## config.mk

```make
export PLATFORM = sky130hd
export DESIGN_NAME = icache_memory
export DESIGN_NICKNAME = d
export VERILOG_FILES = /design/src/verilog/icache_pkg.sv /design/src/verilog/icache_memory.sv
export VERILOG_INCLUDE_DIRS = /design/src /design/src/include
export SDC_FILE = /design/constraint.sdc
export NUM_CORES = 2
export LEC_CHECK = 0
export BUFFER_PORTS_ARGS = -buffer_cell sky130_fd_sc_hd__buf_2
export CELL_PAD_IN_SITES_DETAIL_PLACEMENT = 1
export CELL_PAD_IN_SITES_GLOBAL_PLACEMENT = 2
export CORE_AREA = 2 2 649 651
export CTS_CLUSTER_SIZE = 16
export DETAILED_ROUTE_END_ITERATION = 8
export DIE_AREA = 0 0 651 653
export PLACE_DENSITY = 0.75
export SLEW_MARGIN = 20
export SYNTH_ARGS = -nofsm -noshare
export SYNTH_HDL_FRONTEND = slang
export SYNTH_MEMORY_MAX_BITS = 65536
export SYNTH_SLANG_ARGS = --single-unit
```

## constraint.sdc

```tcl
create_clock -name clk_i -period 8.1 [get_ports clk_i]
set_clock_uncertainty 0.15 [all_clocks]
set_input_delay 0 -clock clk_i [delete_from_list [all_inputs] [get_ports clk_i]]
set_output_delay 0 -clock clk_i [all_outputs]
set_load 0.1 [all_outputs]
```

## src/include/icache_config.svh

```systemverilog
`ifndef ICACHE_CONFIG_SVH
`define ICACHE_CONFIG_SVH

// Cache geometry
`define ICACHE_N_WAY        2
`define ICACHE_N_SETS       16
`define ICACHE_LINE_WIDTH   128

// Physical address split into tag, index and offset
`define ICACHE_PADDR_WIDTH  32
`define ICACHE_OFFSET_WIDTH 4
`define ICACHE_IDX_WIDTH    4
`define ICACHE_TAG_WIDTH    24

`endif

```

## src/verilog/icache_pkg.sv

```systemverilog
`default_nettype none

`include "icache_config.svh"

package icache_pkg;

    // Address fields as seen by the arrays
    typedef logic [`ICACHE_IDX_WIDTH-1:0]  icache_idx_t;
    typedef logic [`ICACHE_TAG_WIDTH-1:0]  icache_tag_t;

    typedef logic [`ICACHE_LINE_WIDTH-1:0] icache_line_t;   // Whole line, four words

    // Controller states
    typedef enum logic [2:0] {
        IDLE,       // Ready for a new fetch
        LOOKUP,     // Arrays read, tag compare
        MISS_REQ,   // Fill request on the bus
        MISS_WAIT,  // Fill accepted, waiting for data
        KILLED,     // Miss killed, draining the fill
        FLUSH       // Walking the sets, valid bits cleared
    } ctrl_state_t;

    // Read result of one way for the addressed set
    typedef struct packed {
        logic         valid;
        icache_tag_t  tag;
        icache_line_t line;
    } way_rd_t;

endpackage

`default_nettype wire

```

## src/verilog/icache_memory.sv

```systemverilog
`default_nettype none
`timescale 1ns/10ps

`include "icache_config.svh"

module icache_memory import icache_pkg::*; (
    input  logic                             clk_i,
    input  logic                             rst_i,
    input  icache_idx_t                      addr_i,
    input  logic    [`ICACHE_N_WAY-1:0]      req_i,        // Read per way
    input  logic    [`ICACHE_N_WAY-1:0]      we_i,         // Write per way
    input  logic                             valid_bit_i,
    input  icache_tag_t                      tag_i,
    input  icache_line_t                     line_i,
    output way_rd_t [`ICACHE_N_WAY-1:0]      way_o
);

    // Arrays, indexed [way][set]
    logic         valid_mem [`ICACHE_N_WAY][`ICACHE_N_SETS];
    icache_tag_t  tag_mem   [`ICACHE_N_WAY][`ICACHE_N_SETS];
    icache_line_t line_mem  [`ICACHE_N_WAY][`ICACHE_N_SETS];

    always_ff @(posedge clk_i) begin
        for (int w = 0; w < `ICACHE_N_WAY; w++) begin
            if (we_i[w]) begin
                valid_mem[w][addr_i] <= valid_bit_i;
                if (valid_bit_i) begin                  // Flush only clears valid
                    tag_mem[w][addr_i]  <= tag_i;
                    line_mem[w][addr_i] <= line_i;
                end
            end
            if (req_i[w]) begin
                way_o[w].valid <= valid_mem[w][addr_i];
                way_o[w].tag   <= tag_mem[w][addr_i];
                way_o[w].line  <= line_mem[w][addr_i];
            end
        end
    end

    // Several ways written at once only when clearing valid bits
    a_one_way_write: assert property (@(posedge clk_i) disable iff (rst_i)
        !$onehot0(we_i) |-> !valid_bit_i);

endmodule

`default_nettype wire

```

Yosys cells after proc, flatten, opt, wreduce, memory -nomap -nowiden
Memory sizes are Yosys's and may differ from the RTL's. Cells that the tools add are included.

Output and inout bits: 306. Memories: 3. Logic and storage cells: 48. Register bits after elaboration: 306. Memory bits (read-only): 0. RAM bits: 4896. Latch bits: 0.

Memory list: line_mem (depth 2, width 2048, read ports 2, clocked after memory_dff 0, write ports 2, RTL line icache_memory.sv:21) `` icache_line_t line_mem [`ICACHE_N_WAY][`ICACHE_N_SETS]; ``; tag_mem (depth 2, width 384, read ports 2, clocked after memory_dff 0, write ports 2, RTL line icache_memory.sv:20) `` icache_tag_t tag_mem [`ICACHE_N_WAY][`ICACHE_N_SETS]; ``; valid_mem (depth 2, width 16, read ports 2, clocked after memory_dff 0, write ports 2, RTL line icache_memory.sv:19) `` logic valid_mem [`ICACHE_N_WAY][`ICACHE_N_SETS]; ``.

Add/subtract/negate cells: 0. Reduce and logical (&&, ||, !) cells: 1. Multiply operators: 0. Magnitude comparators: 2. Div/mod/pow operators: 0. Multiplexer cells: 35. Bitwise operators: 1. Shifts and indexed selects: 0. Equal/unequal tests: 0.

Operators by type and width (number): 2048-bit two-way mux (2); 128-bit binary-select mux with 4-bit select (2); 384-bit two-way mux (2); 128-bit two-way mux (5); 128-bit demux with 4-bit select (1); 24-bit binary-select mux with 4-bit select (2); 24-bit two-way mux (5); 24-bit demux with 4-bit select (1); 16-bit two-way mux (2); 1-bit two-way mux (10); 1-bit binary-select mux with 4-bit select (2); 5-bit greater-or-equal comparator, second input constant (1); 5-bit by 1-bit less-than comparator with 1-bit output, second input constant (1); 4-bit NOT with 5-bit output (1); 1-bit demux with 4-bit select (1); 1-bit logical AND (1).

Depth between registers and ports, before layout
Depth in word-level cells: 6. Mapped depth: 7.

Worst setup path after synthesis
No wires, ideal clock.

Path kind: input to register. Start: input port addr_i[1]. End: memory line_mem[0][1024] in the netlist's numbering, enable pin. Setup slack: -3 ps. Arrival time: 7287 ps. Stages on the path: 6. Path through: buf_2 -> buf_2 -> buf_2 -> nand2_1 -> clkbuf_1 -> nor2_1.

RTL lines: start: declaration (RTL line icache_memory.sv:9) `input icache_idx_t addr_i,`; end: declaration (RTL line icache_memory.sv:21).

==> impl_metrics.toml <==
[setup_path]
max_stage_delay_ns = 1.25
crit_type = "primary input to register"
cp_slowest_cell = "dlygate4sd3_1"
crit_start = "addr_i[2]"
crit_family = "buffers and inverters"
worstReg2RegStart = "line_mem[0][3817]"
crit_path_end_kind = "register"
startpoint_type = "primary input"
crit_buf_inv = 4
cp_cell_sequence = "dlygate4sd3_1 -> buf_2 -> nor2_4 -> dlygate4sd3_1 -> nand3_1 -> nor2_4 -> buf_12"
worst-path-max-fanout = 93
critPathRequiredTime_ns = 8.58
crit_arrival_ns = 4.54

[layout]
final_cells = 14930
syn_to_final_growth_pct = 15.70
utilization = 0.5306
stdcell_area_mm2 = 0.2220
drive_gt1_frac = 0.2879
final_nets = 9127

[detailed_routing]
drcViolationCount = 0
routedWlPerCell_um = 34.52
vias = 90800
drtPass1Iterations = 5
antenna_left = 0
drt-initial-drc-count = 9818
vias_per_cell = 6.083
wl_um = 515300

[clocking]
clockRootBuffer = "clkbuf_16"
clkSinkCount = 5202
clk_transition_reported_paths_ns = 0.06
cts_hold_buffers = 332
postCtsSetupBuffers = 0
cts_buffers = 536
cts_tree = "built"
htreeDepth = 6
insertion_delay_ns = 1.07
ctsResizeCount = 0
clk_path_buf_depth = 4

[placement]
place_hpwl_um = 257100
gp_congestion = 0.7278
portBuffers = 467
pre_cts_slack_ns = 3.881
place_inst = 13610
placed_cell_area_mm2 = 0.2015

[power_and_ir_drop]
p_sw_frac = 0.2253
power.internal_w = 0.04496
clkPwrFrac = 0.417
p_leak_nw = 70.36
p_sw_w = 0.01308
irDropWorstVdd_mv = 0.2095
seq_power_share = 0.523
comb_power_share = 0.060
p_per_area_mw_per_mm2 = 261.4

[sta]
fin_ws_ns = 4.049
worst_pin_slew_ns = 1.147
finalHoldViolations = 29
finalCritPeriodShare = 0.5001
max_freq_mhz = 246.8
max_slew_margin = 0.2354
min_period_ns = 4.051
setup_viol = 0
hold_ws_ns = -0.008879
grt_setup_unrepaired = "no"
drv_slew = 0

[worst_hold_path]
hold_class = "primary input to register"
min_from = "line_i[82]"

[synthesis]
yosysSeqAreaShare = 0.8141
ys_warn_count = 0
syn_area_mm2 = 0.1919
syn-num-nets = 8016
ys_ff_latch = 5202
synth_area_per_cell_um2 = 24.43
synth_area_leaders = "edfxtp_1, mux4_2, a22oi_1"
synth.distinct_cells = 16
synth_top_area_share = 0.8141
yosys.area.top_type = "edfxtp_1"
synth_cells = 7853

[global_route]
grt_usage = 0.2408
grt_first_pass_wirelength_um = 725500
grt_overflow_total = 0
antenna_found_initial = 54
grt_pass1_vias = 96360
grt_start_max_net_pins = 138

[outcome]
status = "finished, violations left"
violations = "hold timing"

[floorplanning]
num_io_pins = 469
core-area_mm2 = 0.4184
rows = 238
dieHeight_um = 653
die_w_um = 651
dieArea_mm2 = 0.4251
start_util = 0.4586

[flow_run]
maxCapViolCount = 0
worst reg2reg max path, stage by stage (launching register included):
cell and delay [ns]:
edfxtp_1 0.38, mux4_2 0.47, a22oi_1 0.23, nand2_1 0.33
power groups by stage:
stage,Clock (W),Combinational (W),Sequential [W]
2_1_floorplan,0,0.00130,0.0317
3_3_place_gp,0,0.00327,0.0309
3_5_place_dp,0,0.00336,0.0309
4_1_cts,0.0246,0.00353,0.0304
5_1_grt,0.0255,0.00367,0.0304
6_report,0.0242,0.00347,0.0303
flip-flops by register name, summed over array words and instances (netlist names):
name and count:
line_mem 4096, tag_mem 768, way_o 306, valid_mem 32
kinds of logic after synthesis:
family / after synthesis / share of synthesized area
flip-flops: 5202 / 0.8141
multiplexers: 1224 / 0.1437
AND/OR/NAND/NOR: 394 / 0.007838
AO/OA/AOI/OAI: 612 / 0.02395
buffers and inverters: 421 / 0.01039
synthesized netlist by cell type, drive strengths merged:
cell type / count
nand2: 315
or2: 1
nand2b: 2
nor2b: 2
nand3: 8
clkbuf: 179
and2: 1
nor2: 65
edfxtp: 5202
a22oi: 612
mux4: 1224
buf: 242
layout by cell type (no fill, tap or decap), drive strengths merged:
master | netlist | layout
buf | 242 | 709
nor2 | 65 | 65
and2 | 1 | 1
bufinv | 0 | 42
clkinv | 0 | 217
clkinvlp | 0 | 18
nand3 | 8 | 8
nand2 | 315 | 315
diode | 0 | 25
nor2b | 2 | 2
edfxtp | 5202 | 5202
a22oi | 612 | 612
inv | 0 | 28
clkbuf | 179 | 652
dlygate4sd3 | 0 | 283
or2 | 1 | 1
nand2b | 2 | 2
mux4 | 1224 | 1224
area by class of cell:
class                           count  area, um2
Timing Repair Buffer              994       7767
Fill cell                       35360     196400
Tap cell                         5520       6907
Antenna cell                       25      62.56
Clock buffer                      650      14120
Sequential cell                  5202     156200
Multi-Input combinational cell   2230      33930
Clock inverter                    305       3004
worst paths after layout:
| path | slack (ns) | to | cells after the start |
|---|---|---|---|
| max | 4.05 | line_mem[0][1961] | 7 |
| min reg2reg | 0.59 | way_o[238] | 3 |
| max reg2reg | 6.16 | way_o[258] | 3 |
| min | -0.009 | line_mem[0][3154] | 3 |
routing by layer:
metal	share of wire	global-route usage	vias up
li1	-	-	36190
met1	0.38	0.3176	49840
met2	0.51	0.4080	3882
met3	0.069	0.03789	866
met4	0.039	0.08760	18
met5	0.00022	0	-
metrics by stage:
| step | total power [W] | setup TNS (ns) | hold slack (ns) |
|---|---|---|---|
| 4_1_cts | 0.05848 | 0 | 0.2234 |
| 5_1_grt | 0.05954 | 0 | 0.004025 |
| 3_3_place_gp | 0.03415 | 0 | 0.3060 |
| 2_1_floorplan | 0.03304 | -2.577 | -0.05113 |
| 6_report | 0.05804 | 0 | -0.008879 |
| 3_5_place_dp | 0.03427 | 0 | 0.3069 |
(Power assumes the default switching activity.)
