[config.mk]
export PLATFORM = sky130hd
export DESIGN_NAME = icache_replace_unit
export DESIGN_NICKNAME = d
export VERILOG_FILES = /design/src/verilog/icache_pkg.sv /design/src/verilog/icache_replace_unit.sv
export VERILOG_INCLUDE_DIRS = /design/src /design/src/include
export SDC_FILE = /design/constraint.sdc
export NUM_CORES = 1
export LEC_CHECK = 0
export BUFFER_PORTS_ARGS = -buffer_cell sky130_fd_sc_hd__buf_2
export CORE_MARGIN = 8
export CORE_UTILIZATION = 50
export CTS_CLUSTER_DIAMETER = 100
export DETAILED_ROUTE_END_ITERATION = 16
export PLACE_DENSITY = 0.82
export SETUP_SLACK_MARGIN = 0.5
export SKIP_LAST_GASP = 1
export SYNTH_ARGS = -nofsm -noshare
export SYNTH_HDL_FRONTEND = slang
export SYNTH_SLANG_ARGS = --single-unit
[constraint.sdc]
create_clock -name clk_i -period 3.4 [get_ports clk_i]
set_clock_uncertainty 0.05 [all_clocks]
set_input_delay 0.68 -clock clk_i [delete_from_list [all_inputs] [get_ports clk_i]]
set_output_delay 0.68 -clock clk_i [all_outputs]
set_load 0.02 [all_outputs]
[src/include/icache_config.svh]
`ifndef ICACHE_CONFIG_SVH
`define ICACHE_CONFIG_SVH

// Cache geometry
`define ICACHE_N_WAY        2
`define ICACHE_N_SETS       16
`define ICACHE_LINE_WIDTH   128

// Physical address split into tag, index and offset
`define ICACHE_PADDR_WIDTH  32
`define ICACHE_OFFSET_WIDTH 4
`define ICACHE_IDX_WIDTH    4
`define ICACHE_TAG_WIDTH    24

`endif

[src/verilog/icache_pkg.sv]
`default_nettype none

`include "icache_config.svh"

package icache_pkg;

    // Address fields as seen by the arrays
    typedef logic [`ICACHE_IDX_WIDTH-1:0]  icache_idx_t;
    typedef logic [`ICACHE_TAG_WIDTH-1:0]  icache_tag_t;

    typedef logic [`ICACHE_LINE_WIDTH-1:0] icache_line_t;   // Whole line, four words

    // Controller states
    typedef enum logic [2:0] {
        IDLE,       // Ready for a new fetch
        LOOKUP,     // Arrays read, tag compare
        MISS_REQ,   // Fill request on the bus
        MISS_WAIT,  // Fill accepted, waiting for data
        KILLED,     // Miss killed, draining the fill
        FLUSH       // Walking the sets, valid bits cleared
    } ctrl_state_t;

    // Read result of one way for the addressed set
    typedef struct packed {
        logic         valid;
        icache_tag_t  tag;
        icache_line_t line;
    } way_rd_t;

endpackage

`default_nettype wire

[src/verilog/icache_replace_unit.sv]
`default_nettype none
`timescale 1ns/10ps

`include "icache_config.svh"

module icache_replace_unit import icache_pkg::*; (
    input  logic                        clk_i,
    input  logic                        rst_i,
    input  icache_idx_t                 idx_i,
    input  icache_idx_t                 flush_idx_i,
    input  logic                        rd_en_i,
    input  logic                        wr_en_i,
    input  logic                        flush_en_i,
    input  logic [`ICACHE_N_WAY-1:0]    hit_way_i,
    output icache_idx_t                 addr_o,
    output logic [`ICACHE_N_WAY-1:0]    req_o,
    output logic [`ICACHE_N_WAY-1:0]    we_o,
    output logic                        valid_bit_o
);

    localparam int WAY_BITS = $clog2(`ICACHE_N_WAY);

    logic [WAY_BITS-1:0] lru_q [`ICACHE_N_SETS];   // Way to replace next
    logic [WAY_BITS-1:0] victim;
    logic [WAY_BITS-1:0] hit_idx;
    logic                cmp_en_q;                 // Hit vector is live

    always_comb begin
        hit_idx = '0;
        for (int w = 0; w < `ICACHE_N_WAY; w++) begin
            if (hit_way_i[w]) hit_idx = WAY_BITS'(w);
        end
    end

    assign victim      = lru_q[idx_i];
    assign addr_o      = flush_en_i ? flush_idx_i : idx_i;
    assign req_o       = {`ICACHE_N_WAY{rd_en_i}};
    assign valid_bit_o = !flush_en_i;

    always_comb begin
        we_o = '0;
        if (flush_en_i)   we_o = {`ICACHE_N_WAY{1'b1}};   // Clear every way
        else if (wr_en_i) we_o[victim] = 1'b1;
    end

    always_ff @(posedge clk_i) begin
        if (rst_i) cmp_en_q <= 1'b0;
        else       cmp_en_q <= rd_en_i;
    end

    // Flush points at way 0, so fills take the empty way first
    always_ff @(posedge clk_i) begin
        if (flush_en_i)                    lru_q[flush_idx_i] <= '0;
        else if (wr_en_i)                  lru_q[idx_i] <= ~victim;
        else if (cmp_en_q && |hit_way_i)   lru_q[idx_i] <= ~hit_idx;
    end

endmodule

`default_nettype wire

# Yosys cells after proc, flatten, opt, wreduce, memory -nomap -nowiden
# Memory sizes are Yosys's and may differ from the RTL's.
# Index checks and enable logic that the tools add are counted.
[word_totals]
ff_bits = 1
ramBits = 16
input_bits = 15
output_inout_bits = 9
word_cells = 31
mem_count = 1
[mem_list]
columns = ["memory", "words", "word_bits", "rd", "rd_clocked_by_memory_dff", "write_ports", "line_no", "rtl"]
rows = [
  ["lru_q", 16, 1, 1, 0, 1, "icache_replace_unit.sv:23", "logic [WAY_BITS-1:0] lru_q [`ICACHE_N_SETS];"],
]
[op_classes]
n_lt_le_gt_ge = 2
n_mux = 19
bitwise_logic = 3
n_reduce_logical = 5
[ops]
columns = ["op", "count"]
rows = [
  ["$mux 1", 14],
  ["$mux 4", 2],
  ["$mux 2", 2],
  ["$logic_and 1x1->1", 2],
  ["$lt 1x2->1 const B", 1],
  ["$not 1->1", 2],
  ["$reduce_or 2->1", 1],
  ["$demux 1 s1", 1],
  ["$ge 1x1->1 const B", 1],
  ["$logic_not 1->1", 1],
  ["$or 1x1->1", 1],
  ["$reduce_or 1->1", 1],
]

# Longest topological paths before layout
[depth]
ltp_word = 9
ltp_mapped = 6

# Worst setup path before layout
# Ideal clock, no wire load.
[synth_timing]
path_type = "input-to-output"
start = "input idx_i[1]"
end = "output we_o[1]"
t_arrival_ns = 1.601
required_time_ns = 2.670
setup_slack_ns = 1.069
path_stages = 5
path_buffers = 1
cell_sequence = "buf_6 > mux2_4 > o221ai_2 > o22ai_1 > a21o_1"
[synth_via]
elab_chain_cells = 7
[synth_lines]
columns = ["element", "line_no", "rtl"]
rows = [
  ["from (decl)", "icache_replace_unit.sv:9", "input icache_idx_t idx_i,"],
  ["$mem_v2 16x1 *", "n/a", ""],
  ["$lt 1x2->1 (implied by the code) / $ge 1x1->1 (equally long branches)", "icache_replace_unit.sv:43", "else if (wr_en_i) we_o[victim] = 1'b1;"],
  ["$logic_and 1x1->1 (implied by the code)", "icache_replace_unit.sv:43", ""],
  ["$mux 1 (implied by the code)", "icache_replace_unit.sv:43", ""],
  ["$demux 1 s1 *", "icache_replace_unit.sv:43", ""],
  ["$mux 2 *", "icache_replace_unit.sv:43", ""],
  ["$mux 2 *", "icache_replace_unit.sv:42", "if (flush_en_i) we_o = {`ICACHE_N_WAY{1'b1}};"],
  ["to (decl)", "icache_replace_unit.sv:17", "output logic [`ICACHE_N_WAY-1:0] we_o,"],
]
# Mark *: on every way between the ends. The rest lies on a longest branch, timed or not.

# Final worst setup path
# Same ends and word-level chain as after synthesis.

==> results.md <==
* Leading area contributor after synthesis: edfxtp_1
* Gp weighted congestion at 0.8834
* Post-route cell area at 1146 um2
* Ys async rst share at 0
* XOR/XNOR share of the synthesized area at 0
* Ys flop type: edfxtp_1
* FF-to-FF Start: lru_q[12]$_DFFE_PP_
* Synth warn at 0
* Crit end category: output port
* Maximum clock insertion buffer count at 2
* Most common cell after layout, fill and taps aside: nor2_1
* Vias in the first global route at 788
* CP required at 2.67 ns
* Ant diodes at 0
* Leakage at 0.0004654 uW
* Mean Syn Cell Area at 10.26 um2
* Chip height at 60.86 um
* Reg2Reg Depth at 4
* Io pins at 24
* Achievable Freq at 374.4 MHz
* Critical Path End: we_o[1]
* Width of the die at 60.86 um
* Wire per inst at 14.73 um
* Synth-to-Final Area Change at 13.93%
* Starting DRT DRC Count at 34
* Filler instances at 175
* Post-CTS setup buffer count at 0
* Post-placement cell area at 1120 um2
* GRT overflow at 0
* R2r setup slk at 1.54 ns
* Final setup margin at 0.7291 ns
* Seq/Total Area, Yosys at 0.4975
* Routed Antenna Nets at 0
* Commonest non-fill, non-tap cells in the layout: nor2_1, buf_2, edfxtp_1
* CP arrival at 1.94 ns
* Adder-Cell Fraction of Synth Area at 0
* Mapped Cells at 98
* Vias/cell at 5.456
* Clk pin slew, worst setup/hold paths at 0.09 ns
* Gr usage total at 0.1343
* Total CTS buffers at 3
* Final TNS setup at 0 ns
* Core ar. at 1922 um2
* Critical path origin: idx_i[1]
* Post-cts resize count at 0
* Total wire length at 2165 um
* CTS sink count at 17
* Multiplexer area fraction after synthesis at 0.1070
* Clk_lat worst skew at 0.28 ns
* CTS root buf: clkbuf_4
* Run status: finished clean
* Max-Cap Viols at 0
* H-tree levels at 1
* Largest family of logic cells by synthesized area: simple AND/OR/NAND/NOR gates
* Slew HR at 0.6059
* Actual slew at the worst max-slew pin at 0.5912 ns
* Fin. max-slew vios at 0
* Post-synth EDFFs at 16
* VDD IR max at 0.2345 mV
* Final setup violation count at 0
* RR Endpoint: lru_q[11]$_DFFE_PP_
* Synth unique cells at 31
* # DRC at 0
* Simple-Gate Fraction of Synth Area at 0.1853
* Fin crit period at 2.671 ns
* Port bufs at 23
* Initial Util at 0.5234
* Power Density at 373.4 nW/um2
* Final Cycle Share at 0.7855
* Post-layout nets at 136
* #FFs+latches synth at 17
* Antenna violations before repair at 0
* Final Hold Violating Endpoints at 0
* Post-synthesis compound-gate area fraction at 0.1604
* Top cells by area, synth: edfxtp_1, nor2_1, nand2_1
* First-pass GRT wire length at 3636 um
* Hold_buf cts at 0
* Pre-CTS WS at 0.7315 ns
* RSZ-0062 raised after global routing: no
* Syn_nets at 113
* FP Rows at 16
* Min-Delay Path Class: input port to flip-flop
* Synth Cell Area at 1006 um2
* Synth top area share at 0.4776
* HPWL after DPL at 1702 um
* Crit Path Class: input port to output port
* DRT Pass-1 Iters at 6
* Pin count of the biggest net entering global routing at 17
* Vias at 802
* CTS tree: yes
* Fraction of layout cells with a size suffix above 1 at 0.3250
* Critical Path Fanout Max at 11
* Die area at 3703 um2
* Critical Path Start Type: input port
==> cell usage after synthesis (all sizes together), types with 3 or more instances <==
master and n:
o21ai 3, nand2 13, inv 3, mux2 5, edfxtp 16, nor2 24
o221ai 3, buf 4, a21oi 3, mux2i 4
==> routing by layer <==
layer / part of all wire / GRT usage / up-vias
met2: 0.51 / 0.2262 / 23
met4: 0.018 / 0.06312 / 0
met3: 0.065 / 0.03602 / 4
met5: 0 / 0 / -
li1: - / - / 397
met1: 0.41 / 0.1533 / 378
==> flip-flops by register name, summed over array words and instances (netlist names) <==
signal,cells
cmp_en_q,1
lru_q,16
==> cell type report <==
type                       count  area, um2  share of cell area
sequential                    17      500.5              0.4367
multi-input combinational     72      455.4              0.3974
timing repair buffer          23      115.1              0.1004
tap                           27      33.78             0.02948
clock buffer                   4      26.28             0.02293
inverter                       4      15.01             0.01310
==> kinds of logic after synthesis <==
logic type             after synthesis
AO/OA/AOI/OAI                       19
multiplexers                         9
buffers and inverters                9
flip-flops                          17
AND/OR/NAND/NOR                     44
==> worst min path at each step <==
stage                        start                  end  slack, ns  cells past startpoint
6_report                     rst_i  cmp_en_q$_SDFF_PP0_       0.50                      2
5_1_grt                      rst_i  cmp_en_q$_SDFF_PP0_       0.49                      2
4_1_cts                      rst_i  cmp_en_q$_SDFF_PP0_       0.49                      2
3_5_place_dp   cmp_en_q$_SDFF_PP0_   lru_q[6]$_DFFE_PP_       0.71                      2
3_3_place_gp   cmp_en_q$_SDFF_PP0_   lru_q[4]$_DFFE_PP_       0.70                      2
2_1_floorplan  cmp_en_q$_SDFF_PP0_   lru_q[0]$_DFFE_PP_       0.63                      2
==> where the power goes <==
| group | internal [uW] | switching (uW) |
|---|---|---|
| clock network | 45.6 | 59.5 |
| registers | 234 | 1.15 |
| logic | 32.2 | 55.5 |
| total | 312 | 116 |
==> worst max-delay path, stage by stage <==
cell and delay, ns:
buf_2 0.22, mux2_2 0.38, o221ai_2 0.23, o22ai_1 0.11, a21o_1 0.18, buf_2 0.15
==> stage by stage <==
stage	hold slack, ns	instances	utilization	total power, uW
after floorplan	0.6347	98	-	299.8
after CTS	0.4926	147	0.5964	430.8
final	0.5024	147	0.5964	428.0
after global routing	0.4909	147	0.5964	450.4
after global placement	0.7003	143	0.5827	325.0
after detailed placement	0.7073	143	0.5827	327.5
(Power assumes the default switching activity.)
