## config.mk

```make
export PLATFORM = sky130hd
export DESIGN_NAME = icache_ctrl
export DESIGN_NICKNAME = d
export VERILOG_FILES = /design/src/verilog/icache_pkg.sv /design/src/verilog/icache_ctrl.sv
export VERILOG_INCLUDE_DIRS = /design/src /design/src/include
export SDC_FILE = /design/constraint.sdc
export NUM_CORES = 1
export LEC_CHECK = 0
export ABC_CLOCK_PERIOD_IN_PS = 1950
export BUFFER_PORTS_ARGS = -buffer_cell sky130_fd_sc_hd__buf_2
export CAP_MARGIN = 20
export CORE_AREA = 2 2 39 41
export DETAILED_ROUTE_END_ITERATION = 8
export DIE_AREA = 0 0 41 43
export PLACE_DENSITY = 0.77
export SYNTH_ARGS = -nofsm -noshare
export SYNTH_HDL_FRONTEND = slang
export SYNTH_SLANG_ARGS = --single-unit
```

## constraint.sdc

```tcl
create_clock -name clk_i -period 1.95 [get_ports clk_i]
set_clock_uncertainty 0.2 [all_clocks]
set_input_delay 0.39 -clock clk_i [delete_from_list [all_inputs] [get_ports clk_i]]
set_output_delay 0.39 -clock clk_i [all_outputs]
set_load 0.01 [all_outputs]
```

## src/include/icache_config.svh

```systemverilog
`ifndef ICACHE_CONFIG_SVH
`define ICACHE_CONFIG_SVH

// Cache geometry
`define ICACHE_N_WAY        2
`define ICACHE_N_SETS       16
`define ICACHE_LINE_WIDTH   128

// Physical address split into tag, index and offset
`define ICACHE_PADDR_WIDTH  32
`define ICACHE_OFFSET_WIDTH 4
`define ICACHE_IDX_WIDTH    4
`define ICACHE_TAG_WIDTH    24

`endif

```

## src/verilog/icache_pkg.sv

```systemverilog
`default_nettype none

`include "icache_config.svh"

package icache_pkg;

    // Address fields as seen by the arrays
    typedef logic [`ICACHE_IDX_WIDTH-1:0]  icache_idx_t;
    typedef logic [`ICACHE_TAG_WIDTH-1:0]  icache_tag_t;

    typedef logic [`ICACHE_LINE_WIDTH-1:0] icache_line_t;   // Whole line, four words

    // Controller states
    typedef enum logic [2:0] {
        IDLE,       // Ready for a new fetch
        LOOKUP,     // Arrays read, tag compare
        MISS_REQ,   // Fill request on the bus
        MISS_WAIT,  // Fill accepted, waiting for data
        KILLED,     // Miss killed, draining the fill
        FLUSH       // Walking the sets, valid bits cleared
    } ctrl_state_t;

    // Read result of one way for the addressed set
    typedef struct packed {
        logic         valid;
        icache_tag_t  tag;
        icache_line_t line;
    } way_rd_t;

endpackage

`default_nettype wire

```

## src/verilog/icache_ctrl.sv

```systemverilog
`default_nettype none
`timescale 1ns/10ps

`include "icache_config.svh"

module icache_ctrl import icache_pkg::*; (
    input  logic        clk_i,
    input  logic        rst_i,
    input  logic        flush_i,
    input  logic        kill_i,
    input  logic        ireq_valid_i,
    input  logic        hit_i,          // From checker, valid in LOOKUP
    input  logic        fill_ready_i,
    input  logic        fill_valid_i,   // Fill response arrives
    output logic        ireq_ready_o,
    output logic        iresp_valid_o,
    output logic        rd_en_o,
    output logic        wr_en_o,
    output logic        flush_en_o,
    output icache_idx_t flush_idx_o,
    output logic        fill_valid_o,
    output logic        miss_o
);

    ctrl_state_t state_q, state_d;
    icache_idx_t flush_cnt_q;
    logic        fill_sent_q;   // Fill request accepted, response pending
    logic        flush_pend_q;  // Flush seen while busy
    logic        miss_q;
    logic        flush_last;

    assign ireq_ready_o = (state_q == IDLE) && !flush_i && !flush_pend_q;
    assign rd_en_o      = ireq_valid_i && ireq_ready_o;   // Arrays read at accept edge
    assign flush_en_o   = (state_q == FLUSH);
    assign flush_idx_o  = flush_cnt_q;
    assign miss_o       = miss_q;
    assign flush_last   = (flush_cnt_q == icache_idx_t'(`ICACHE_N_SETS - 1));

    always_comb begin
        state_d       = state_q;
        iresp_valid_o = 1'b0;
        wr_en_o       = 1'b0;
        fill_valid_o  = 1'b0;
        case (state_q)
            IDLE: begin
                if (flush_i || flush_pend_q) state_d = FLUSH;
                else if (rd_en_o)            state_d = LOOKUP;
            end
            LOOKUP: begin
                if (hit_i) begin
                    iresp_valid_o = !kill_i;
                    state_d       = IDLE;
                end else if (kill_i) begin
                    state_d = IDLE;               // Nothing sent yet
                end else begin
                    state_d = MISS_REQ;
                end
            end
            MISS_REQ: begin
                fill_valid_o = 1'b1;
                if (kill_i)            state_d = KILLED;
                else if (fill_ready_i) state_d = MISS_WAIT;
            end
            MISS_WAIT: begin
                if (fill_valid_i) begin
                    iresp_valid_o = !kill_i;      // Fill data passed through
                    wr_en_o       = !kill_i;
                    state_d       = IDLE;
                end else if (kill_i) begin
                    state_d = KILLED;
                end
            end
            KILLED: begin
                fill_valid_o = !fill_sent_q;      // Request still owed to the bus
                if (fill_valid_i) state_d = IDLE;
            end
            FLUSH: begin
                if (flush_last) state_d = IDLE;
            end
            default: state_d = IDLE;
        endcase
    end

    // Reset starts a flush walk to clear the valid bits
    always_ff @(posedge clk_i) begin
        if (rst_i) begin
            state_q      <= FLUSH;
            flush_cnt_q  <= '0;
            fill_sent_q  <= 1'b0;
            flush_pend_q <= 1'b0;
            miss_q       <= 1'b0;
        end else begin
            state_q     <= state_d;
            flush_cnt_q <= (state_q == FLUSH) ? flush_cnt_q + 1'b1 : '0;
            if (fill_valid_o && fill_ready_i) fill_sent_q <= 1'b1;
            else if (fill_valid_i)            fill_sent_q <= 1'b0;
            if (flush_i && state_q != IDLE && state_q != FLUSH) flush_pend_q <= 1'b1;
            else if (state_q == FLUSH)                          flush_pend_q <= 1'b0;
            miss_q <= (state_q == LOOKUP) && !hit_i && !kill_i;   // First MISS_REQ cycle
        end
    end

    //----------------------------------------------------------------------
    // Assertions

    a_fill_hold: assert property (@(posedge clk_i) disable iff (rst_i)
        fill_valid_o && !fill_ready_i |=> fill_valid_o);

    // A write needs an accepted fill and no kill since
    a_no_wr_killed: assert property (@(posedge clk_i) disable iff (rst_i)
        wr_en_o |-> fill_sent_q && !$past(kill_i));

endmodule

`default_nettype wire

```

### Word level (Yosys, flattened, before mapping)

Cells that the tools add are included.

* bits in registers: 10
* latch bits: 0
* bits in writable memories: 0
* memory bits (read-only): 0
* input bits: 8
* output and inout bits: 11
* logic and storage cells: 59
* memories kept: 0

* add/subtract/negate cells: 1
* multipliers: 0
* divide/modulo/power cells: 0
* order comparisons: 0
* eq/ne operators: 12
* shifts and indexed selects: 0
* muxes and demuxes: 20
* bitwise logic cells: 1
* reduce and logical (&&, ||, !) cells: 20

Operators by type and width (number)
* $mux W3: 8
* $pmux W3 S6: 1
* $ne A3 B3 Y1 const B: 3
* $logic_and A1 B1 Y1: 8
* $mux W1: 7
* $eq A3 B2 Y1 const B: 2
* $eq A3 B3 Y1 const B: 2
* $logic_not A1 Y1: 5
* $reduce_and A5 Y1: 1
* $add A4 B1 Y4 const B: 1
* $eq A4 B4 Y1 const B: 1
* $mux W2: 2
* $pmux W1 S2: 2
* $reduce_bool A2 Y1: 2
* $eq A3 B1 Y1 const B: 1
* $logic_not A3 Y1: 1
* $ne A3 B2 Y1 const B: 1
* $reduce_bool A3 Y1: 1
* $ne A2 B1 Y1 const B: 1
* $ne A2 B2 Y1 const B: 1
* $reduce_or A2 Y1: 1
* $logic_or A1 B1 Y1: 1
* $not A1 Y1: 1

### Logic depth before layout (Yosys ltp)

Gate-level depths: netlist of the first run.

* depth after elaboration: 7
* gate-level depth with buffers: 5
* gate-level depth less buffers: 4

### Worst setup path before layout of the first run

No wires, ideal clock.

* kind: register to output
* start point: reg state_q[1]
* end point: out fill_valid_o
* arrival: 1.099 ns
* data required time: 1.360 ns
* path slack: 0.261 ns
* stages on the path, launching flop included: 4
* buffers on the path: 1
* cells stage by stage: dfxtp_1 -> buf_6 -> or3b_1 -> a21oi_1

* cells in the longest elaborated chain, start to end: 2
* elaborated cells on any way between the ends: 3
* those cells by class: eq/ne: 2; mux: 1

RTL lines
* start: declaration: line icache_ctrl.sv:25 `ctrl_state_t state_q, state_d;`
* start signal: assignment: line icache_ctrl.sv:93 `state_q <= state_d;`
* $eq A3 B3 Y1 / $eq A3 B2 Y1 (equally long branches): line icache_ctrl.sv:44 `case (state_q)`
* $pmux W1 S2 *: line icache_ctrl.sv:44
* end: declaration: line icache_ctrl.sv:21 `output logic fill_valid_o,`

Mark *: on every way between the ends. The rest lies on a longest branch, timed or not.

### Worst setup path in the final report of the first run

Ends and elaborated chain as after synthesis.

==> results of run 1 <==
## sequential cells by signal, indices dropped and copies added (netlist names)
name / cells
flush_idx_o: 4
miss_o: 1
state_q: 3
flush_pend_q: 1
fill_sent_q: 1
## through the flow
stage                     hold slack (ps)  setup WS (ps)  instance area [um2]  std cells
after global placement                245            139                  668         98
after floorplan                       262            261                  569         64
after global routing                  126          0.697                  703        101
final                                 121           73.8                  703        101
after detailed placement              265            116                  668         98
after CTS                             114           2.21                  696        101
## path summary, 6_finish.rpt
kind	start	to	cells past startpoint
max	state_q[1]$_SDFFE_PP0P_	fill_valid_o	3
min	hit_i	miss_o$_SDFF_PP0_	2
max reg2reg	state_q[0]$_SDFFE_PP1P_	state_q[0]$_SDFFE_PP1P_	4
min reg2reg	flush_idx_o[0]$_SDFF_PP0_	flush_idx_o[0]$_SDFF_PP0_	1
## power breakdown
part	internal [mW]	total (mW)	switching, mW
Combinational	0.0181	0.0411	0.0230
Clock	0.0709	0.133	0.0626
Sequential	0.208	0.213	0.00533
Total	0.297	0.388	0.0909
## worst max-delay path, stage by stage (launching register included)
cell     delay (ps)
dfxtp_4         380
or3b_1          370
a21oi_2         140
buf_2           140
## kinds of logic (layout without fill, tap and decap cells)
group	Yosys count	in the layout	share of synthesized area, %
mux	1	1	1.76
compound gates	12	12	17.8
fa+ha+maj	1	1	2.20
flops	10	10	35.2
xor+xnor	2	2	3.08
simple gates	32	32	32.1
buf+inv	6	27	7.91
## layout make-up
cell class | instances | share of cell area (%)
clock buffer | 3 | 3.20
multi-input combinational | 48 | 46.6
tap | 16 | 2.85
sequential | 10 | 29.7
timing repair buffer | 21 | 16.0
inverter | 3 | 1.60
## synth_stat cells, drive strengths merged
| library cell | n |
|---|---|
| nand4 | 1 |
| and3 | 1 |
| ha | 1 |
| a221o | 1 |
| buf | 3 |
| dfxtp | 10 |
| a22oi | 1 |
| a31oi | 1 |
| nor3b | 1 |
| and2 | 3 |
| nor2 | 10 |
| mux2i | 1 |
| nor4b | 2 |
| nand2 | 1 |
| or3b | 1 |
| and2b | 1 |
| xnor2 | 1 |
| a2111oi | 1 |
| nor3 | 7 |
| nand3 | 1 |
| a21o | 1 |
| nand2b | 3 |
| a21oi | 5 |
| inv | 3 |
| xor2 | 1 |
| o21a | 1 |
| o41ai | 1 |
## what timing repair did
action | 4_1_cts | 5_1_grt
hold buffers | 0 | 0
endpoints found under the setup margin | 4 | 2
pin swaps | 0 | 2
resized for setup | 3 | 3
cloned | 0 | 0
## routing by layer
layer	wire (um)	vias up	share of wire (%)
li1	-	271	-
met1	560	236	45
met2	566	27	46
met3	94	2	7.6
met4	10	0	0.81
met5	0	-	0
==> flow_summary.toml, run 1 <==
[status]
run_status = "finished clean"

[cells_and_area]
final-seq-area_um2 = 209
diodes_inserted = 0
layout-drive-gt1-share_pct = 38.8
fin_nets = 96
mostFrequentLayoutCells = "buf_2 (18), nor2_1 (10), nor3_1 (7), dfxtp_1 (7), a21oi_1 (4)"
layout.filler_cells = 130
layout.core_utilization_pct = 50.8
mostFrequentLayoutCell = "buf_2"
flow.area_growth_from_synthesis_pct = 23.5
multi_input_comb_area_um2 = 328

[sta]
final-setup-viol-count = 0
finalHoldViolations = 0
post-route-min-period_ps = 1880
final.setup.tns_ps = 0
slew_worst_pin_ps = 386
relSlewSlack_pct = 73.9
finalMaxSlewViolations = 0
rsz0062_at_grt = "no"
timing.fmax_mhz = 533
final.period_utilization_pct = 96.2

[global_route]
gr-usage-met3_pct = 3.14
gr-total-overflow = 0
top_usage_layer = "met2"
initial_antenna_violation_count = 0
global_route.usage.total_pct = 15.4
grt_pass1_wl_mm = 1.88
global_route.usage.met2_pct = 21.6
grt_max_degree = 11
grt_pass1_vias = 443
global_routing_usage_on_met1_pct = 21.4

[floorplan]
fp-row-count = 14
fp.dieW_um = 41
placeableCoreArea_mm2 = 0.00138
number_of_i_o_pins = 19
floorplan.die_area_mm2 = 0.00176
initial_core_util_pct = 41.1
die-height_um = 43

[job]
maxCapViolCount = 0

[cts]
cts_setup_buffers = 0
clk_latency_ps = 260
tritoncts_buffers = 3
cts-root-buf = "clkbuf_4"
clock_tree.buffer_depth = 2
clock_transition_at_path_regs_ps = 60
cts_htree_levels = 1
clock_tree_from_tritoncts = "built"
tritoncts_num_sinks = 10

[critical_path]
crit_path_end_kind = "primary output"
critical_path.startpoint_type = "flop"
crit_type = "flop to primary output"
crit_required_ps = 1360
path_max_fanout = 10
r2r_setup_slack_ps = 240
arrival_ps = 1290

[route]
detailroute.via_count = 536
drt-wirelength-per-cell_um = 12.2
drcViolationCount = 0
detail_route.wirelength_mm = 1.23
detail_route.vias_per_cell = 5.31
detail_route.first_pass.iterations = 4
detail-route-antenna-nets = 0
drt_first_iter_violations = 19

[yosys]
yosys.cell_types.count = 29
synth_top_cell_area_share_pct = 35.2
ys_top_cells_by_area = "dfxtp_1 (35%), nor2_1 (6.6%), nor3_1 (6.2%)"
ys_seq_elements = 10
mappedNetlistNets = 73
synth_area_leader_cell = "dfxtp_1"
mappedNetlistArea_um2 = 569
synth_area_per_cell_um2 = 8.90
count_of_yosys_warnings_during_synthesis = 0
synthCells = 64
synth-seq-area-share_pct = 35.2

[power_and_ir_drop]
vdd_ir_drop_max_v = 0.000371
power.total_mw = 0.388
leakage_nw = 0.318
power_density_mw_per_mm2 = 551

[min_path]
min_path_type = "input pin to flop"

[place]
numPortBuffers = 18
hpwlAfterDp_um = 909
routability_cong = 0.792
Note: power is estimated with default switching activity, not from simulation.
==> run 2: changes to the inputs <==
--- a/config.mk
+++ b/config.mk
@@ -6,7 +6,8 @@
 export SDC_FILE = /design/constraint.sdc
 export NUM_CORES = 1
 export LEC_CHECK = 0
-export ABC_CLOCK_PERIOD_IN_PS = 1950
+export ABC_AREA = 1
+export ABC_CLOCK_PERIOD_IN_PS = 1600
 export BUFFER_PORTS_ARGS = -buffer_cell sky130_fd_sc_hd__buf_2
 export CAP_MARGIN = 20
 export CORE_AREA = 2 2 39 41
==> constraint.sdc (replaced) <==
create_clock -name clk_i -period 1.6 [get_ports clk_i]
set_clock_uncertainty 0.2 [all_clocks]
set_input_delay 0.32 -clock clk_i [delete_from_list [all_inputs] [get_ports clk_i]]
set_output_delay 0.32 -clock clk_i [all_outputs]
set_load 0.01 [all_outputs]
==> run 2 against run 1 <==
Largest power group is now combinational logic. Sequential cell count unchanged. Final area increased by 13%. Core utilization increased by 6.4 points. Die area unchanged. First-iteration DRC count decreased by 53%. Sequential power increased by 95%. Synthesized area decreased by 6.8%. Critical path depth increased by 1. Critical endpoint is now iresp_valid_o. The flow now finishes with violations (setup timing). Cell count increased by 17%. Total power increased to 2.8 times the previous value.
==> flow_summary.toml, run 2 <==
[global_route]
grt_max_degree = 8
grt_pass1_vias = 509
initial_antenna_violation_count = 0
gr-total-overflow = 0
global_route.usage.total_pct = 16.4
gr-usage-met3_pct = 3.14
top_usage_layer = "met2"
global_route.usage.met2_pct = 23.1
global_routing_usage_on_met1_pct = 20.0
grt_pass1_wl_mm = 1.91

[route]
detail-route-antenna-nets = 0
detail_route.wirelength_mm = 1.37
detail_route.first_pass.iterations = 4
drt-wirelength-per-cell_um = 11.6
detailroute.via_count = 579
drt_first_iter_violations = 9
drcViolationCount = 0
detail_route.vias_per_cell = 4.91

[sta]
final.period_utilization_pct = 111
finalMaxSlewViolations = 0
final-setup-viol-count = 5
post-route-min-period_ps = 1770
timing.fmax_mhz = 565
finalHoldViolations = 0
relSlewSlack_pct = 82.0
rsz0062_at_grt = "yes"
post-route-worst-setup-slack_ps = -169
slew_worst_pin_ps = 268

[yosys]
synth-seq-area-share_pct = 37.7
synth-main-ff-cell = "dfxtp_1"
ys_seq_elements = 10
synth_top_family_by_area = "simple AND/OR/NAND/NOR gates"
yosys.area_share.adder_pct = 2.36
mappedNetlistArea_um2 = 531
synth_top_cell_area_share_pct = 37.7
ys_top_cells_by_area = "dfxtp_1 (38%), nand2_1 (13%), nor2_1 (9.2%)"
synth_enable_flop_cells = 0
synth_area_per_cell_um2 = 6.80
asyncSetResetFlopFracSynth_pct = 0
yosys.cell_types.count = 18
synth_area_leader_cell = "dfxtp_1"
multiplexer_share_of_the_synthesized_area_pct = 0
yosysMostFrequentCell = "nand2_1"
synth.cells.most_frequent = "nand2_1 (19), nor2_1 (13), dfxtp_1 (10), inv_1 (10), nand3_1 (7)"
synth-compound-area-share_pct = 8.02
synth-simple-area-share_pct = 42.5
count_of_yosys_warnings_during_synthesis = 0
synth_xor_xnor_area_share_pct = 1.65
synthCells = 78
mappedNetlistNets = 87

[cts]
cts_hold_repair.buffers = 0
clk_latency_ps = 280
clock_tree_from_tritoncts = "built"
tritoncts_num_sinks = 10
clock_transition_at_path_regs_ps = 70
cts_htree_levels = 1
cts-root-buf = "clkbuf_4"
clock_tree.buffer_depth = 2
tritoncts_buffers = 3

[critical_path]
r2r_setup_slack_ps = 150
crit_type = "flop to primary output"
reg2reg_depth = 8
r2r_start = "flush_idx_o[0]$_SDFF_PP0_"
crit_required_ps = 1080
path_max_fanout = 7
crit_path_end_kind = "primary output"
critical_path.startpoint_type = "flop"
arrival_ps = 1250
reg2reg_to = "state_q[0]$_SDFFE_PP1P_"

[place]
hpwlAfterDp_um = 924
routability_cong = 0.902
numPortBuffers = 18
dp_cells = 112

[job]
maxCapViolCount = 0

[min_path]
hold_depth = 2
worstHoldStart = "rst_i"
timing.hold.worst_endpoint = "state_q[1]$_SDFFE_PP0P_"
min_path_type = "input pin to flop"

[cells_and_area]
flow.area_growth_from_synthesis_pct = 49.3
mostFrequentLayoutCells = "nand2_1 (18), buf_2 (15), nor2_1 (11), inv_1 (8)"
layout-drive-gt1-share_pct = 41.2
fin_nets = 112
final_cell_count_no_fill = 118
largest_reg_flops = 4
diodes_inserted = 0
layout.filler_cells = 131
mostFrequentLayoutCell = "nand2_1"

[power_and_ir_drop]
power.total_mw = 1.09
power_density_mw_per_mm2 = 1370
vdd_ir_drop_max_v = 0.000616
leakage_nw = 0.409

[floorplan]
die-height_um = 43
fp.dieW_um = 41
number_of_i_o_pins = 19
fp-row-count = 14
placeableCoreArea_mm2 = 0.00138
floorplan.die_area_mm2 = 0.00176
initial_core_util_pct = 38.3

[status]
violations = "setup timing"
run_status = "finished with violations"
-- run 2: cell count changes after synthesis, moves of 2 or more --
cell / delta
nor2_2: +3
nor4b_1: -2
nor3_1: -7
a21oi_1: -2
inv_1: +7
nand3_1: +6
nand2_1: +18
and2_1: -2
nor2_1: +3
nor4_1: +2
buf_6: -3
nand2b_1: -2
-- run 2: how the worst max path moves through the flow --
stage	start	slack [ps]	cells after the start	to
after floorplan	state_q[0]$_SDFFE_PP1P_	110	3	iresp_valid_o
after global placement	state_q[1]$_SDFFE_PP0P_	90	5	iresp_valid_o
after detailed placement	state_q[1]$_SDFFE_PP0P_	40	5	iresp_valid_o
after CTS	state_q[2]$_SDFFE_PP1P_	-120	3	iresp_valid_o
after global routing	state_q[0]$_SDFFE_PP1P_	-230	4	iresp_valid_o
final	state_q[0]$_SDFFE_PP1P_	-170	4	iresp_valid_o
-- run 2: final cells by class --
cell class	count	area (um2)	area share, %
Timing Repair Buffer	20	124	15.6
Clock buffer	4	36.3	4.58
Inverter	11	46.3	5.85
Multi-Input combinational cell	57	354	44.7
Sequential cell	10	211	26.7
Tap cell	16	20.0	2.53
-- run 2: power by group --
group	switching (mW)	internal (mW)
Clock	0.0980	0.139
Combinational	0.250	0.185
Sequential	0.101	0.314
-- run 2: cell families after synthesis --
| logic type | Yosys count |
|---|---|
| adder cells (fa/ha/maj) | 1 |
| AO/OA/AOI/OAI | 6 |
| buffers and inverters | 11 |
| flip-flops | 10 |
| AND/OR/NAND/NOR | 49 |
| XOR/XNOR | 1 |
-- run 2: metal layers --
metal / share of wire, % / wire, um
met1: 42 / 578
met5: 0 / 0
met3: 3.1 / 43
met2: 51 / 704
met4: 3.2 / 44
-- run 2: through the flow --
step | util (%) | instance area (um2) | setup WS (ps) | TNS [ps] | hold WS (ps)
2_1_floorplan | - | 537 | 105 | 0 | 189
3_3_place_gp | 46.7 | 647 | 88.1 | 0 | 244
3_5_place_dp | 46.7 | 647 | 36.0 | 0 | 263
4_1_cts | 51.4 | 711 | -123 | -364 | 70.1
5_1_grt | 57.2 | 792 | -227 | -817 | 91.2
6_report | 57.2 | 792 | -169 | -520 | 74.5
-- run 2: worst max-delay path, cell delays in order, from the launching register on --
cell     delay (ps)
dfxtp_4         420
nand2_1         120
nor4_4          200
a31o_4          140
buf_6            90
-- run 2: timing repair --
| item | CTS | global route |
|---|---|---|
| pin swaps | 1 | 4 |
| buffers inserted | 0 | 2 |
| endpoints found under the hold margin | 0 | 0 |
| setup endpoints to repair | 6 | 6 |
| gates resized for setup | 11 | 13 |
